`src/hw/dq_lane_pkg.sv`:
```
package dq_lane_pkg;

   ////////////////////////////////////////////////////////////////////////////
   // Lane constants
   ////////////////////////////////////////////////////////////////////////////

   // One DQ lane carries a single byte per beat
   localparam int LANE_BITS = 8;

   // Capture pointer width and the ring depth it addresses
   localparam int PTR_BITS   = 2;
   localparam int RING_DEPTH = 1 << PTR_BITS;

   // One beat of pad data
   typedef logic [LANE_BITS-1:0] lane_byte_t;

   // Capture pointer, also used for the core read counts
   typedef logic [PTR_BITS-1:0] ring_ptr_t;

   ////////////////////////////////////////////////////////////////////////////
   // Drive word, seen two ways
   ////////////////////////////////////////////////////////////////////////////

   // Functional view, rising and falling phase bytes
   typedef struct packed {
      lane_byte_t data_pos;
      lane_byte_t data_neg;
   } drive_norm_t;

   // Test view, pad override byte and output type
   typedef struct packed {
      lane_byte_t afo;
      logic       tp_out_type;
      logic [6:0] unused;
   } drive_test_t;

   // Same 16 bits, decoded by test_mode in the write path
   typedef union packed {
      drive_norm_t norm;
      drive_test_t test;
   } pad_drive_u;

   // Registered read result handed to the core
   typedef struct packed {
      lane_byte_t data_in_hi;
      lane_byte_t data_in;
   } rd_result_t;

endpackage

```
`src/hw/dq_capture_ring.sv`:
```
`timescale 1ns/100ps

module dq_capture_ring (
   input  logic                   clk,
   input  logic                   rst,
   // Byte arriving from the pad
   input  dq_lane_pkg::lane_byte_t to_core,
   // DQS edge qualifiers, one cycle each
   input  logic                   dqs_rise,
   input  logic                   dqs_fall,
   // Shaped pad enable window
   input  logic                   rd_window,
   input  logic                   burst_length_four,
   // Core read counts for the two rings
   input  dq_lane_pkg::ring_ptr_t  pos_cnt,
   input  dq_lane_pkg::ring_ptr_t  neg_cnt,
   output dq_lane_pkg::rd_result_t rd_result
);

   import dq_lane_pkg::*;

   // Capture pointer and its next value
   ring_ptr_t  cap_ptr;
   ring_ptr_t  cap_ptr_nxt;
   logic       ptr_open;

   // Rising and falling capture rings
   lane_byte_t ring_pos [RING_DEPTH];
   lane_byte_t ring_neg [RING_DEPTH];

   // Entries named by the read counts
   ring_ptr_t  pos_sel;
   ring_ptr_t  neg_sel;

   ////////////////////////////////////////////////////////////////////////////
   // Capture pointer
   ////////////////////////////////////////////////////////////////////////////

   always_comb begin
      // Burst of four closes on even entries unless the window is open
      if (burst_length_four) begin
         ptr_open = rd_window | cap_ptr[0];
      end else begin
         // Burst of eight runs on until the pointer wraps to zero
         ptr_open = rd_window | (cap_ptr != '0);
      end
      cap_ptr_nxt = cap_ptr;
      if (dqs_fall && ptr_open) begin
         cap_ptr_nxt = cap_ptr + ring_ptr_t'(1);
      end
   end

   // Pointer moves only on the falling DQS edge
   always_ff @(posedge clk) begin
      if (rst) begin
         cap_ptr <= '0;
      end else begin
         cap_ptr <= cap_ptr_nxt;
      end
   end

   ////////////////////////////////////////////////////////////////////////////
   // Capture rings
   ////////////////////////////////////////////////////////////////////////////

   // Both rings write at the current pointer, falling before it moves
   always_ff @(posedge clk) begin
      if (rst) begin
         for (int i = 0; i < RING_DEPTH; i++) begin
            ring_pos[i] <= '0;
            ring_neg[i] <= '0;
         end
      end else begin
         if (dqs_rise) begin
            ring_pos[cap_ptr] <= to_core;
         end
         if (dqs_fall) begin
            ring_neg[cap_ptr] <= to_core;
         end
      end
   end

   ////////////////////////////////////////////////////////////////////////////
   // Read back
   ////////////////////////////////////////////////////////////////////////////

   // Count c reads entry c-1, so count 0 wraps to entry 3
   assign pos_sel = pos_cnt - ring_ptr_t'(1);
   assign neg_sel = neg_cnt - ring_ptr_t'(1);

   // Retimed to clk every cycle
   always_ff @(posedge clk) begin
      if (rst) begin
         rd_result <= '0;
      end else begin
         rd_result.data_in_hi <= ring_pos[pos_sel];
         rd_result.data_in    <= ring_neg[neg_sel];
      end
   end

endmodule

```
`src/hw/dq_lane_top.sv`:
```
`timescale 1ns/100ps

module dq_lane_top (
   input  logic                    clk,
   input  logic                    rst,

   // Write side from the controller
   input  dq_lane_pkg::pad_drive_u  pad_drive,
   input  logic                    dqs_phase,
   input  logic                    drive_enable,
   input  logic                    test_mode,

   // Read side, pad byte and DQS qualifiers
   input  dq_lane_pkg::lane_byte_t  to_core,
   input  logic                    dqs_rise,
   input  logic                    dqs_fall,
   input  logic                    pad_enable,
   input  logic                    ptr_clk_inv,
   input  logic                    burst_length_four,
   input  dq_lane_pkg::ring_ptr_t   pos_cnt,
   input  dq_lane_pkg::ring_ptr_t   neg_cnt,

   // Pad side
   output dq_lane_pkg::lane_byte_t  to_pad,
   output logic                    oe,

   // Core side
   output dq_lane_pkg::rd_result_t  rd_result,
   output dq_lane_pkg::lane_byte_t  afi
);

   // Window from the enable shaper into the capture pointer
   logic rd_window;

   ////////////////////////////////////////////////////////////////////////////
   // Read path
   ////////////////////////////////////////////////////////////////////////////

   dq_pad_enable_gen dq_pad_enable_gen_i (
      .clk         (clk),
      .rst         (rst),
      .pad_enable  (pad_enable),
      .ptr_clk_inv (ptr_clk_inv),
      .rd_window   (rd_window)
   );

   dq_capture_ring dq_capture_ring_i (
      .clk               (clk),
      .rst               (rst),
      .to_core           (to_core),
      .dqs_rise          (dqs_rise),
      .dqs_fall          (dqs_fall),
      .rd_window         (rd_window),
      .burst_length_four (burst_length_four),
      .pos_cnt           (pos_cnt),
      .neg_cnt           (neg_cnt),
      .rd_result         (rd_result)
   );

   ////////////////////////////////////////////////////////////////////////////
   // Write path and test override
   ////////////////////////////////////////////////////////////////////////////

   dq_write_path dq_write_path_i (
      .clk          (clk),
      .rst          (rst),
      .pad_drive    (pad_drive),
      .dqs_phase    (dqs_phase),
      .drive_enable (drive_enable),
      .test_mode    (test_mode),
      .to_core      (to_core),
      .to_pad       (to_pad),
      .oe           (oe),
      .afi          (afi)
   );

endmodule

```
`src/hw/dq_pad_enable_gen.sv`:
```
`timescale 1ns/100ps

module dq_pad_enable_gen (
   input  logic clk,
   input  logic rst,
   // Pad enable from the memory controller
   input  logic pad_enable,
   // Selects late placement of the window
   input  logic ptr_clk_inv,
   // Window that qualifies capture pointer movement
   output logic rd_window
);

   ////////////////////////////////////////////////////////////////////////////
   // Pad enable delay chain
   ////////////////////////////////////////////////////////////////////////////

   // Three stages, E1 is the newest
   logic pad_en_d1;
   logic pad_en_d2;
   logic pad_en_d3;

   // Early and late window candidates
   logic win_early;
   logic win_late;

   always_ff @(posedge clk) begin
      if (rst) begin
         pad_en_d1 <= 1'b0;
         pad_en_d2 <= 1'b0;
         pad_en_d3 <= 1'b0;
      end else begin
         pad_en_d1 <= pad_enable;
         pad_en_d2 <= pad_en_d1;
         pad_en_d3 <= pad_en_d2;
      end
   end

   ////////////////////////////////////////////////////////////////////////////
   // Window shaping
   ////////////////////////////////////////////////////////////////////////////

   // OR of adjacent stages stretches a one-cycle pulse to two cycles
   assign win_early = pad_en_d1 | pad_en_d2;
   // Late window trails by one more cycle
   assign win_late  = pad_en_d2 | pad_en_d3;

   // Stand-in for the half-cycle shift of the pointer clock
   always_comb begin
      if (ptr_clk_inv) begin
         rd_window = win_late;
      end else begin
         rd_window = win_early;
      end
   end

endmodule

```
`src/hw/dq_write_path.sv`:
```
`timescale 1ns/100ps

module dq_write_path (
   input  logic                   clk,
   input  logic                   rst,
   // Drive word, functional or test view
   input  dq_lane_pkg::pad_drive_u pad_drive,
   // Picks the falling phase byte when high
   input  logic                   dqs_phase,
   input  logic                   drive_enable,
   input  logic                   test_mode,
   // Pad input, looped back in test mode
   input  dq_lane_pkg::lane_byte_t to_core,
   output dq_lane_pkg::lane_byte_t to_pad,
   output logic                   oe,
   output dq_lane_pkg::lane_byte_t afi
);

   import dq_lane_pkg::*;

   // Registered drive word
   pad_drive_u drive_d1;

   // Two enable stages
   logic enable_q;
   logic enable_data;

   ////////////////////////////////////////////////////////////////////////////
   // Write registers
   ////////////////////////////////////////////////////////////////////////////

   always_ff @(posedge clk) begin
      if (rst) begin
         drive_d1    <= '0;
         enable_q    <= 1'b0;
         enable_data <= 1'b0;
      end else begin
         drive_d1    <= pad_drive;
         enable_q    <= drive_enable;
         enable_data <= enable_q;
      end
   end

   ////////////////////////////////////////////////////////////////////////////
   // Pad outputs
   ////////////////////////////////////////////////////////////////////////////

   always_comb begin
      if (test_mode) begin
         // Test view overrides data and output type
         to_pad = drive_d1.test.afo;
         oe     = drive_d1.test.tp_out_type;
      end else begin
         to_pad = dqs_phase ? drive_d1.norm.data_neg : drive_d1.norm.data_pos;
         // Overlap only, so a single-cycle request never drives
         oe     = enable_q & enable_data;
      end
   end

   // Pad input reaches the core only under test
   assign afi = test_mode ? to_core : '0;

endmodule

```
`config.mk`:
```
export PLATFORM = sky130hd
export DESIGN_NAME = dq_lane_top
export DESIGN_NICKNAME = d
export VERILOG_FILES = /design/src/hw/dq_lane_pkg.sv /design/src/hw/dq_capture_ring.sv /design/src/hw/dq_lane_top.sv /design/src/hw/dq_pad_enable_gen.sv /design/src/hw/dq_write_path.sv
export SDC_FILE = /design/constraint.sdc
export NUM_CORES = 1
export LEC_CHECK = 0
export BUFFER_PORTS_ARGS = -buffer_cell sky130_fd_sc_hd__buf_2
export CAP_MARGIN = 0
export CORE_ASPECT_RATIO = 2
export CORE_MARGIN = 4
export CORE_UTILIZATION = 35
export CTS_BUF_LIST = sky130_fd_sc_hd__clkbuf_16
export CTS_CLUSTER_SIZE = 20
export DETAILED_ROUTE_END_ITERATION = 12
export SLEW_MARGIN = 20
export SYNTH_ARGS = -nofsm -noshare
export SYNTH_HDL_FRONTEND = slang
export SYNTH_SLANG_ARGS = --single-unit
```
`constraint.sdc`:
```
create_clock -name clk -period 4.2 [get_ports clk]
set_input_delay 0.63 -clock clk [delete_from_list [all_inputs] [get_ports clk]]
set_output_delay 0.63 -clock clk [all_outputs]
set_load 0.02 [all_outputs]
```
==> flow_summary.yaml, run 1 <==
run_status:
  status: "finished clean"
power_and_ir_drop:
  seqPwrFrac_pct: 55.2
  ir_worst_vdd_uv: 212.3
  leakage_nw: 1.982
  p_per_area_nw_per_um2: 426.9
  swShare_pct: 22.79
  p_int_w: 0.001620
  p_switching_w: 0.0004781
  p_total_w: 0.002098
  combinationalPowerShare_pct: 9.7
  clockPowerShare_pct: 35.0
clocking:
  cts.sinks: 103
  numCtsBuffers: 9
  clkTransAtPathRegs_ps: 60
  insertion_delay_ps: 340
  cts_tree: "yes"
  post_cts_resize_count: 0
  cts_post_setup_buffers_inserted: 0
  cts_buffer_depth: 2
  ctsHoldBuffers: 0
  root_buffer: "clkbuf_16"
  htreeDepth: 3
synthesis:
  yosysWarnings: 0
  synthTopCellsByArea: "edfxtp_1 (46%), dfxtp_1 (19%), and2_1 (11%)"
  yosys.area.top_type_share_pct: 46.10
  async_flop_share_pct: 0
  synth_edf_count: 64
  synth_commonest_cells: "and2_1 (72), edfxtp_1 (64), nor2b_1 (40)"
  ys_seq_area_share_pct: 64.83
  synth_fp_nets: 330
  synth_area_um2: 4169
  synth_most_common_cell: "and2_1"
  synth_cells: 291
  synthFlopType: "edfxtp_1"
  avgSynthCellArea_um2: 14.33
  yosys_register_bits: 103
  yosysTopAreaCell: "edfxtp_1"
  synth_cell_types: 25
critical_path:
  cp_cell_sequence: "buf_2, nor2b_1, mux2_2, buf_2"
  worst-setup-path-type: "in -> out"
  cp_max_fo: 11
  r2r-end: "dq_capture_ring_i.ring_pos[2][5]"
  regToRegSetupSlack_ps: 2450
  path_buf_inv: 2
  critPathCaptureType: "output pin"
  cp-start-kind: "input pin"
  worstPathArrival_ps: 1920
  cp_top_family: "simple AND/OR/NAND/NOR gates"
  worst_ep_required_time_ps: 3570
  reg2reg_depth: 3
  r2r-start: "dq_capture_ring_i.cap_ptr[0]"
  cp_slowest_cell: "nor2b_1"
  worst_path_largest_cell_delay_ps: 560
  crit_start: "test_mode"
  crit_top_cell: "buf_2"
final_layout:
  final_nets: 400
  multi_input_area_um2: 1409
  fin_area_um2: 4915
  utilization_pct: 42.00
  fill_cells: 1091
  area_growth_pct: 17.89
  seqCellArea_um2: 2703
  num_antenna_cells: 0
  layout.cells.non_filler: 511
  drive_gt1_share_pct: 32.51
timing:
  finalClockSkew_ps: 4.628
  tightest_slew_ps: 687.3
  finalCritPeriodShare_pct: 60.65
  setup_viol: 0
  rsz0062_at_grt: "no"
  slew_headroom_pct: 54.09
  drv_slew: 0
  period_minus_slack_ps: 2547
  hold_viol: 0
  tns_ps: 0
  fmax_mhz: 392.6
detailed_routing:
  viasPerCell: 4.656
  dr.pass1.iters: 4
  dr_total_vias: 2379
  route.detailed.drc: 0
  wl_per_cell_um: 16.64
  antenna_left: 0
  wl_um: 8501
  drt_iter0_drc: 106
global_routing:
  grt_pass1_vias: 2637
  grt_pass1_wl_um: 13930
  grt_start_max_net_pins: 43
  grt.total_usage_pct: 13.48
  overflow: 0
  antenna_found_initial: 0
flow_run:
  drv_cap: 0
hold_path:
  min_path_type: "reg -> reg"
  min_path_cells: 1
  min_from: "dq_pad_enable_gen_i.pad_en_d1"
  min_to: "dq_pad_enable_gen_i.pad_en_d2"
place:
  dp.cells: 495
  placed_area_um2: 4658
  hpwl_um: 6138
  gp_congestion: 0.8440
  portBuffers: 70
floorplan:
  die_h_um: 162.3
  rows: 56
  dieArea_um2: 13830
  start_util_pct: 35.63
  coreArea_um2: 11700
  ios: 71
  die_w_um: 85.18
[layer usage]
metal / global-route usage [%] / part of all wire [%] / vias up
met5: 0 / 0 / -
met4: 5.836 / 2.0 / 0
met3: 3.342 / 5.1 / 12
met2: 24.40 / 55 / 71
met1: 14.58 / 38 / 1142
li1: - / - / 1154
[worst reg2reg max path: stages, from the launching register on]
cell	delay, ps
dfxtp_1	440
nand2b_1	230
nor2_1	420
or2_2	350
[cells by family (layout without fill, tap and decap cells)]
| group | Yosys count | in the layout | share of synthesized area (%) |
|---|---|---|---|
| mux | 25 | 25 | 11.07 |
| fa+ha+maj | 1 | 1 | 0.3001 |
| flops | 103 | 103 | 64.83 |
| compound gates | 9 | 9 | 1.831 |
| simple gates | 139 | 139 | 20.59 |
| buf+inv | 14 | 89 | 1.380 |
[cell usage in the layout, fill, tap and decap left out, types with 2 or more instances in the layout]
cell type,count
clkinv_1,2
edfxtp_1,64
nor2b_1,40
mux2_2,9
inv_1,4
and2_1,72
o21ai_0,2
clkinv_2,2
nor2_1,6
a31o_2,3
clkbuf_16,9
nand2_1,3
nand2b_1,8
mux4_2,16
dfxtp_1,39
nor3_2,2
buf_2,70
or2_2,5
[registers in the layout, summed over array words and instances (netlist names)]
| signal | flops |
|---|---|
| dq_pad_enable_gen_i.pad_en_d3 | 1 |
| dq_capture_ring_i.ring_pos | 32 |
| dq_capture_ring_i.rd_result | 16 |
| dq_capture_ring_i.cap_ptr | 2 |
| dq_write_path_i.enable_q | 1 |
| dq_pad_enable_gen_i.pad_en_d1 | 1 |
| dq_capture_ring_i.ring_neg | 32 |
| dq_write_path_i.drive_d1 | 16 |
| dq_pad_enable_gen_i.pad_en_d2 | 1 |
| dq_write_path_i.enable_data | 1 |
[layout make-up]
class | count | share of cell area [%]
clock inverter | 7 | 0.6365
timing repair buffer | 71 | 7.281
clock buffer | 9 | 4.582
tap | 145 | 3.691
sequential | 103 | 54.99
inverter | 2 | 0.1527
multi-input combinational | 174 | 28.67
[power by group through the flow]
stage	Sequential [W]	Clock, W	Combinational (W)
6_report	0.00116	0.000735	0.000204
5_1_grt	0.00116	0.000805	0.000226
4_1_cts	0.00116	0.000760	0.000209
3_5_place_dp	0.00118	0	0.000209
3_3_place_gp	0.00118	0	0.000205
2_1_floorplan	0.00118	0	0.000125
[metrics by stage]
stage	setup slack, ps	hold slack (ps)
2_1_floorplan	2130	433.9
3_3_place_gp	1657	448.5
3_5_place_dp	1604	452.5
4_1_cts	1612	467.9
5_1_grt	1569	491.4
6_report	1653	466.1
[how the worst max path moves through the flow]
stage	endpoint	slack, ps	depth (start not counted)
floorplan	to_pad[0]	2130	3
CTS	to_pad[5]	1610	4
global route	to_pad[6]	1570	4
detailed placement	to_pad[5]	1600	4
global placement	to_pad[2]	1660	4
finish	to_pad[7]	1650	4
Power figures use the tool's default switching activity.
==> inputs of run 2 (changes only) <==
Clock period 4.2 ns to 2.3 ns, I/O delays scaled along.
==> run 2 against run 1 <==
Compared with the run above:
- hold slack worse by 260 ps
- first-iteration DRC count rose by 45%
- register-to-register slack lost 1800 ps
- final area increased by 1.1%
- utilization increased by 0.45 points
- non-clock buffer count grew 4
- cell count is 0.78% higher
- die area unchanged
- routed wire length is 3.7% higher
- total power grew 87%
- critical path type unchanged
==> flow_summary.yaml, run 2 (synthesis results as in run 1) <==
clocking:
  root_buffer: "clkbuf_16"
  cts.sinks: 103
  clkTransAtPathRegs_ps: 70
  cts_tree: "yes"
  cts_post_setup_buffers_inserted: 0
  ctsHoldBuffers: 0
  numCtsBuffers: 9
  cts_buffer_depth: 2
  insertion_delay_ps: 350
  htreeDepth: 3
  post_cts_resize_count: 0
global_routing:
  grt_start_max_net_pins: 28
  grt_pass1_wl_um: 13680
  grt_pass1_vias: 2547
  overflow: 0
  grt.total_usage_pct: 13.32
  antenna_found_initial: 0
critical_path:
  cp_cell_sequence: "buf_2, nor2b_1, buf_4, mux2_2, buf_2"
  cp_top_family: "buffers and inverters"
  cp_max_fo: 11
  regToRegSetupSlack_ps: 670
  worst-setup-path-type: "in -> out"
  critPathCaptureType: "output pin"
  cp_slowest_cell: "mux2_2"
  worst_ep_required_time_ps: 1960
  path_buf_inv: 3
  worstPathArrival_ps: 1310
  cp-start-kind: "input pin"
  worst_path_largest_cell_delay_ps: 350
  crit_top_cell: "buf_2"
floorplan:
  die_h_um: 162.3
  coreArea_um2: 11700
  ios: 71
  die_w_um: 85.18
  dieArea_um2: 13830
  start_util_pct: 35.63
  rows: 56
timing:
  hold_viol: 0
  period_minus_slack_ps: 1656
  finalClockSkew_ps: 7.316
  rsz0062_at_grt: "no"
  setup_viol: 0
  drv_slew: 0
  tns_ps: 0
  finalCritPeriodShare_pct: 71.98
  fmax_mhz: 604.0
  tightest_slew_ps: 531.9
  fin_ws_ps: 644.4
  slew_headroom_pct: 64.46
final_layout:
  seqCellArea_um2: 2703
  num_antenna_cells: 0
  final_cell_mix: "and2_1 (72), buf_2 (70), edfxtp_1 (64)"
  layout.cells.non_filler: 515
  reg.largest.list: "dq_capture_ring_i.ring_neg (32), dq_capture_ring_i.ring_pos (32)"
  final_nets: 404
  multi_input_area_um2: 1409
  drive_gt1_share_pct: 34.32
  mostFrequentLayoutCell: "and2_1"
  area_growth_pct: 19.15
  fill_cells: 1087
  fin_area_um2: 4967
detailed_routing:
  dr_total_vias: 2404
  dr.pass1.iters: 4
  antenna_left: 0
  drt_iter0_drc: 154
  wl_um: 8819
  route.detailed.drc: 0
  wl_per_cell_um: 17.12
  viasPerCell: 4.668
flow_run:
  drv_cap: 0
run_status:
  status: "finished clean"
place:
  dp.cells: 499
  portBuffers: 70
  hpwl_um: 6521
  placed_area_um2: 4688
  place_ws_ps: 601.9
  gp_congestion: 0.8575
power_and_ir_drop:
  ir_worst_vdd_uv: 438.4
  p_per_area_nw_per_um2: 789.3
  leakage_nw: 2.007
hold_path:
  min_path_type: "in -> reg"
-- run 2: path summary, 6_finish.rpt --
| path | startpoint | end | cells after the start |
|---|---|---|---|
| worst min register to register | dq_pad_enable_gen_i.pad_en_d1 | dq_pad_enable_gen_i.pad_en_d2 | 1 |
| worst max register to register | dq_capture_ring_i.cap_ptr[0] | dq_capture_ring_i.ring_neg[2][0] | 3 |
| worst max-delay path | test_mode | to_pad[0] | 5 |
| worst min-delay path | pad_drive[11] | dq_write_path_i.drive_d1[11] | 2 |
-- run 2: through the flow --
stage | power, W | hold WS, ps | util (%)
floorplan | 0.002391 | 433.9 | -
global placement | 0.002535 | 443.9 | 40.07
detailed placement | 0.002547 | 458.0 | 40.07
CTS | 0.003970 | 200.6 | 42.45
global route | 0.004075 | 209.1 | 42.45
finish | 0.003921 | 208.8 | 42.45
-- run 2: cell type report --
class,instances,share of cell area [%]
repair buffers,75,7.809
clock buffers,9,4.534
inverters,2,0.1511
flip-flops and latches,103,54.41
multi-input cells,174,28.36
clock inverters,7,1.083
well taps,145,3.652
-- run 2: metal layers --
metal,GRT usage (%),part of all wire [%],vias to the layer above
met4,6.412,2.9,0
met3,3.342,5.1,15
met1,13.96,37,1151
met2,24.26,55,71
li1,-,-,1167
met5,0,0,-
-- run 2: where the power goes --
part | switching, W | internal, W | total, W
Sequential | 0.0000441 | 0.00208 | 0.00212
Clock | 0.000679 | 0.000745 | 0.00142
Combinational | 0.000207 | 0.000168 | 0.000375
-- run 2: worst reg2reg max path: stages, from the launching register on --
cell      delay, ps
dfxtp_1         440
nand2b_1        240
nor2_1          350
or2_2           300
==> inputs of run 3 (changes only) <==
Settings changed: ABC_AREA from default to 1.
Clock period 2.3 ns to 1.7 ns, I/O delays scaled along.
==> run 3 against run 2 <==
Compared with the run above:
- critical endpoint is now dq_capture_ring_i.ring_pos[1][1]
- combinational power up 49%
- global-route usage up 0.24 points
- hold slack worse by 84 ps
- largest power group unchanged
- total power up 38%
- highest routed layer unchanged
- non-clock buffer count up 6
- utilization up 1.0 points
- clock power up 39%
==> flow_summary.yaml, run 3 <==
run_status:
  status: "finished clean"
final_layout:
  final_cell_mix: "nor2_1 (80), buf_2 (70), edfxtp_1 (64)"
  fill_cells: 1098
  final_nets: 522
  reg.largest.list: "dq_capture_ring_i.ring_neg (32), dq_capture_ring_i.ring_pos (32)"
  mostFrequentLayoutCell: "nor2_1"
  drive_gt1_share_pct: 25.41
  area_growth_pct: 20.60
  num_antenna_cells: 0
  seqCellArea_um2: 2703
  multi_input_area_um2: 1096
detailed_routing:
  route.detailed.drc: 0
  antenna_left: 0
  dr.pass1.iters: 4
  wl_um: 9069
  viasPerCell: 4.568
  drt_iter0_drc: 107
  dr_total_vias: 2878
  wl_per_cell_um: 14.40
floorplan:
  die_w_um: 84.48
  ios: 71
  dieArea_um2: 13600
  start_util_pct: 36.06
  rows: 55
  die_h_um: 161.0
  coreArea_um2: 11350
critical_path:
  regToRegSetupSlack_ps: 250
  reg2reg_depth: 4
  cp-start-kind: "flip-flop"
  crit_start: "dq_capture_ring_i.cap_ptr[0]"
  worst_path_largest_cell_delay_ps: 510
  cp_max_fo: 8
  endpoint: "dq_capture_ring_i.ring_pos[1][1]"
  worstPathArrival_ps: 1460
  cp_cell_sequence: "inv_2, nor2_2, nand2_2, nand2_1"
  critPathCaptureType: "flip-flop"
  cp_slowest_cell: "dfxtp_1"
  r2r-end: "dq_capture_ring_i.ring_pos[1][1]"
  worst-setup-path-type: "reg -> reg"
  r2r-start: "dq_capture_ring_i.cap_ptr[0]"
  worst_ep_required_time_ps: 1700
place:
  gp_congestion: 0.7998
  portBuffers: 70
  hpwl_um: 6769
flow_run:
  drv_cap: 0
synthesis:
  yosysWarnings: 0
  synth_commonest_cells: "nor2_1 (80), edfxtp_1 (64), nand2_1 (56)"
  yosys.area.top_type_share_pct: 46.94
  avgSynthCellArea_um2: 10.18
  yosysTopAreaCell: "edfxtp_1"
  yosys_register_bits: 103
  async_flop_share_pct: 0
  synth_most_common_cell: "nor2_1"
  synth_edf_count: 64
  synthTopCellsByArea: "edfxtp_1 (47%), dfxtp_1 (19%), nor2_1 (7.3%)"
  ys_seq_area_share_pct: 66.01
  synth_cell_types: 23
  synth_cells: 402
  synthFlopType: "edfxtp_1"
  synth_fp_nets: 441
  synth_area_um2: 4094
power_and_ir_drop:
  p_per_area_nw_per_um2: 1097
  ir_worst_vdd_uv: 567.4
  leakage_nw: 2.244
  p_total_w: 0.005417
hold_path:
  min_path_cells: 3
  min_path_type: "in -> reg"
clocking:
  cts_buffer_depth: 2
  htreeDepth: 3
  ctsHoldBuffers: 0
  clkTransAtPathRegs_ps: 60
  insertion_delay_ps: 330
  cts_tree: "yes"
  root_buffer: "clkbuf_16"
  cts.sinks: 103
  post_cts_resize_count: 0
  numCtsBuffers: 9
  cts_post_setup_buffers_inserted: 0
timing:
  period_minus_slack_ps: 1454
  rsz0062_at_grt: "no"
  hold_viol: 0
  finalClockSkew_ps: 6.925
  setup_viol: 0
  tns_ps: 0
  finalCritPeriodShare_pct: 85.55
  slew_headroom_pct: 73.53
  fmax_mhz: 687.6
  drv_slew: 0
  tightest_slew_ps: 396.6
global_routing:
  antenna_found_initial: 0
  grt_pass1_vias: 2911
  grt_start_max_net_pins: 38
  grt.total_usage_pct: 13.56
  overflow: 0
  grt_pass1_wl_um: 14370
-- run 3: cell count changes in the layout (fill, tap and decap cells not counted), moves of 11 or more --
cell / change
nand2_1: +53
nor2b_1: -40
mux4_2: -16
nand3_1: +11
inv_1: +54
and2_1: -72
nor2_1: +74
-- run 3: metal layers --
metal  GRT usage [%]  share of wire, %
met1           14.88                39
met2           24.96                54
met3           2.772               5.7
met4           5.548               1.9
met5               0                 0
-- run 3: through the flow --
stage | cells | area [um^2] | setup slack (ps) | hold slack [ps] | utilization [%]
after floorplan | 402 | 4094 | 77.42 | 362.0 | -
after global placement | 614 | 4646 | 299.1 | 417.0 | 40.91
after detailed placement | 614 | 4646 | 260.1 | 416.9 | 40.91
after CTS | 630 | 4937 | 248.5 | 115.5 | 43.48
after global routing | 630 | 4937 | 155.3 | 120.2 | 43.48
final | 630 | 4937 | 245.7 | 124.5 | 43.48
-- run 3: worst min-delay path by stage --
stage | start | end | slack, ps
floorplan | pad_enable | dq_pad_enable_gen_i.pad_en_d1 | 360
global placement | dq_write_path_i.enable_q | dq_write_path_i.enable_data | 420
detailed placement | dq_write_path_i.enable_q | dq_write_path_i.enable_data | 420
CTS | pad_drive[11] | dq_write_path_i.drive_d1[11] | 120
global route | pad_drive[11] | dq_write_path_i.drive_d1[11] | 120
finish | pad_enable | dq_pad_enable_gen_i.pad_en_d1 | 120
-- run 3: cell families after synthesis --
logic type               share of synthesized area [%]
multiplexers                                     1.926
AND/OR/NAND/NOR                                  17.54
adder cells (fa/ha/maj)                         0.3056
AO/OA/AOI/OAI                                    6.999
buffers and inverters                            7.212
flip-flops                                       66.01
-- run 3: area by class of cell --
class	count	share of cell area (%)
sequential	103	54.74
inverter	63	4.790
timing repair buffer	81	8.768
tap	142	3.599
clock inverter	7	1.343
clock buffer	9	4.562
multi-input combinational	225	22.20
-- run 3: critical path, delay by kind of cell (launching register included) --
family / cells / cell delay, ps
buf+inv: 1 / 70
flops: 1 / 510
simple gates: 3 / 540
-- run 3: report_power, final --
group          switching [W]  internal (W)
Clock               0.000852       0.00113
Sequential         0.0000557       0.00282
Combinational       0.000371      0.000187
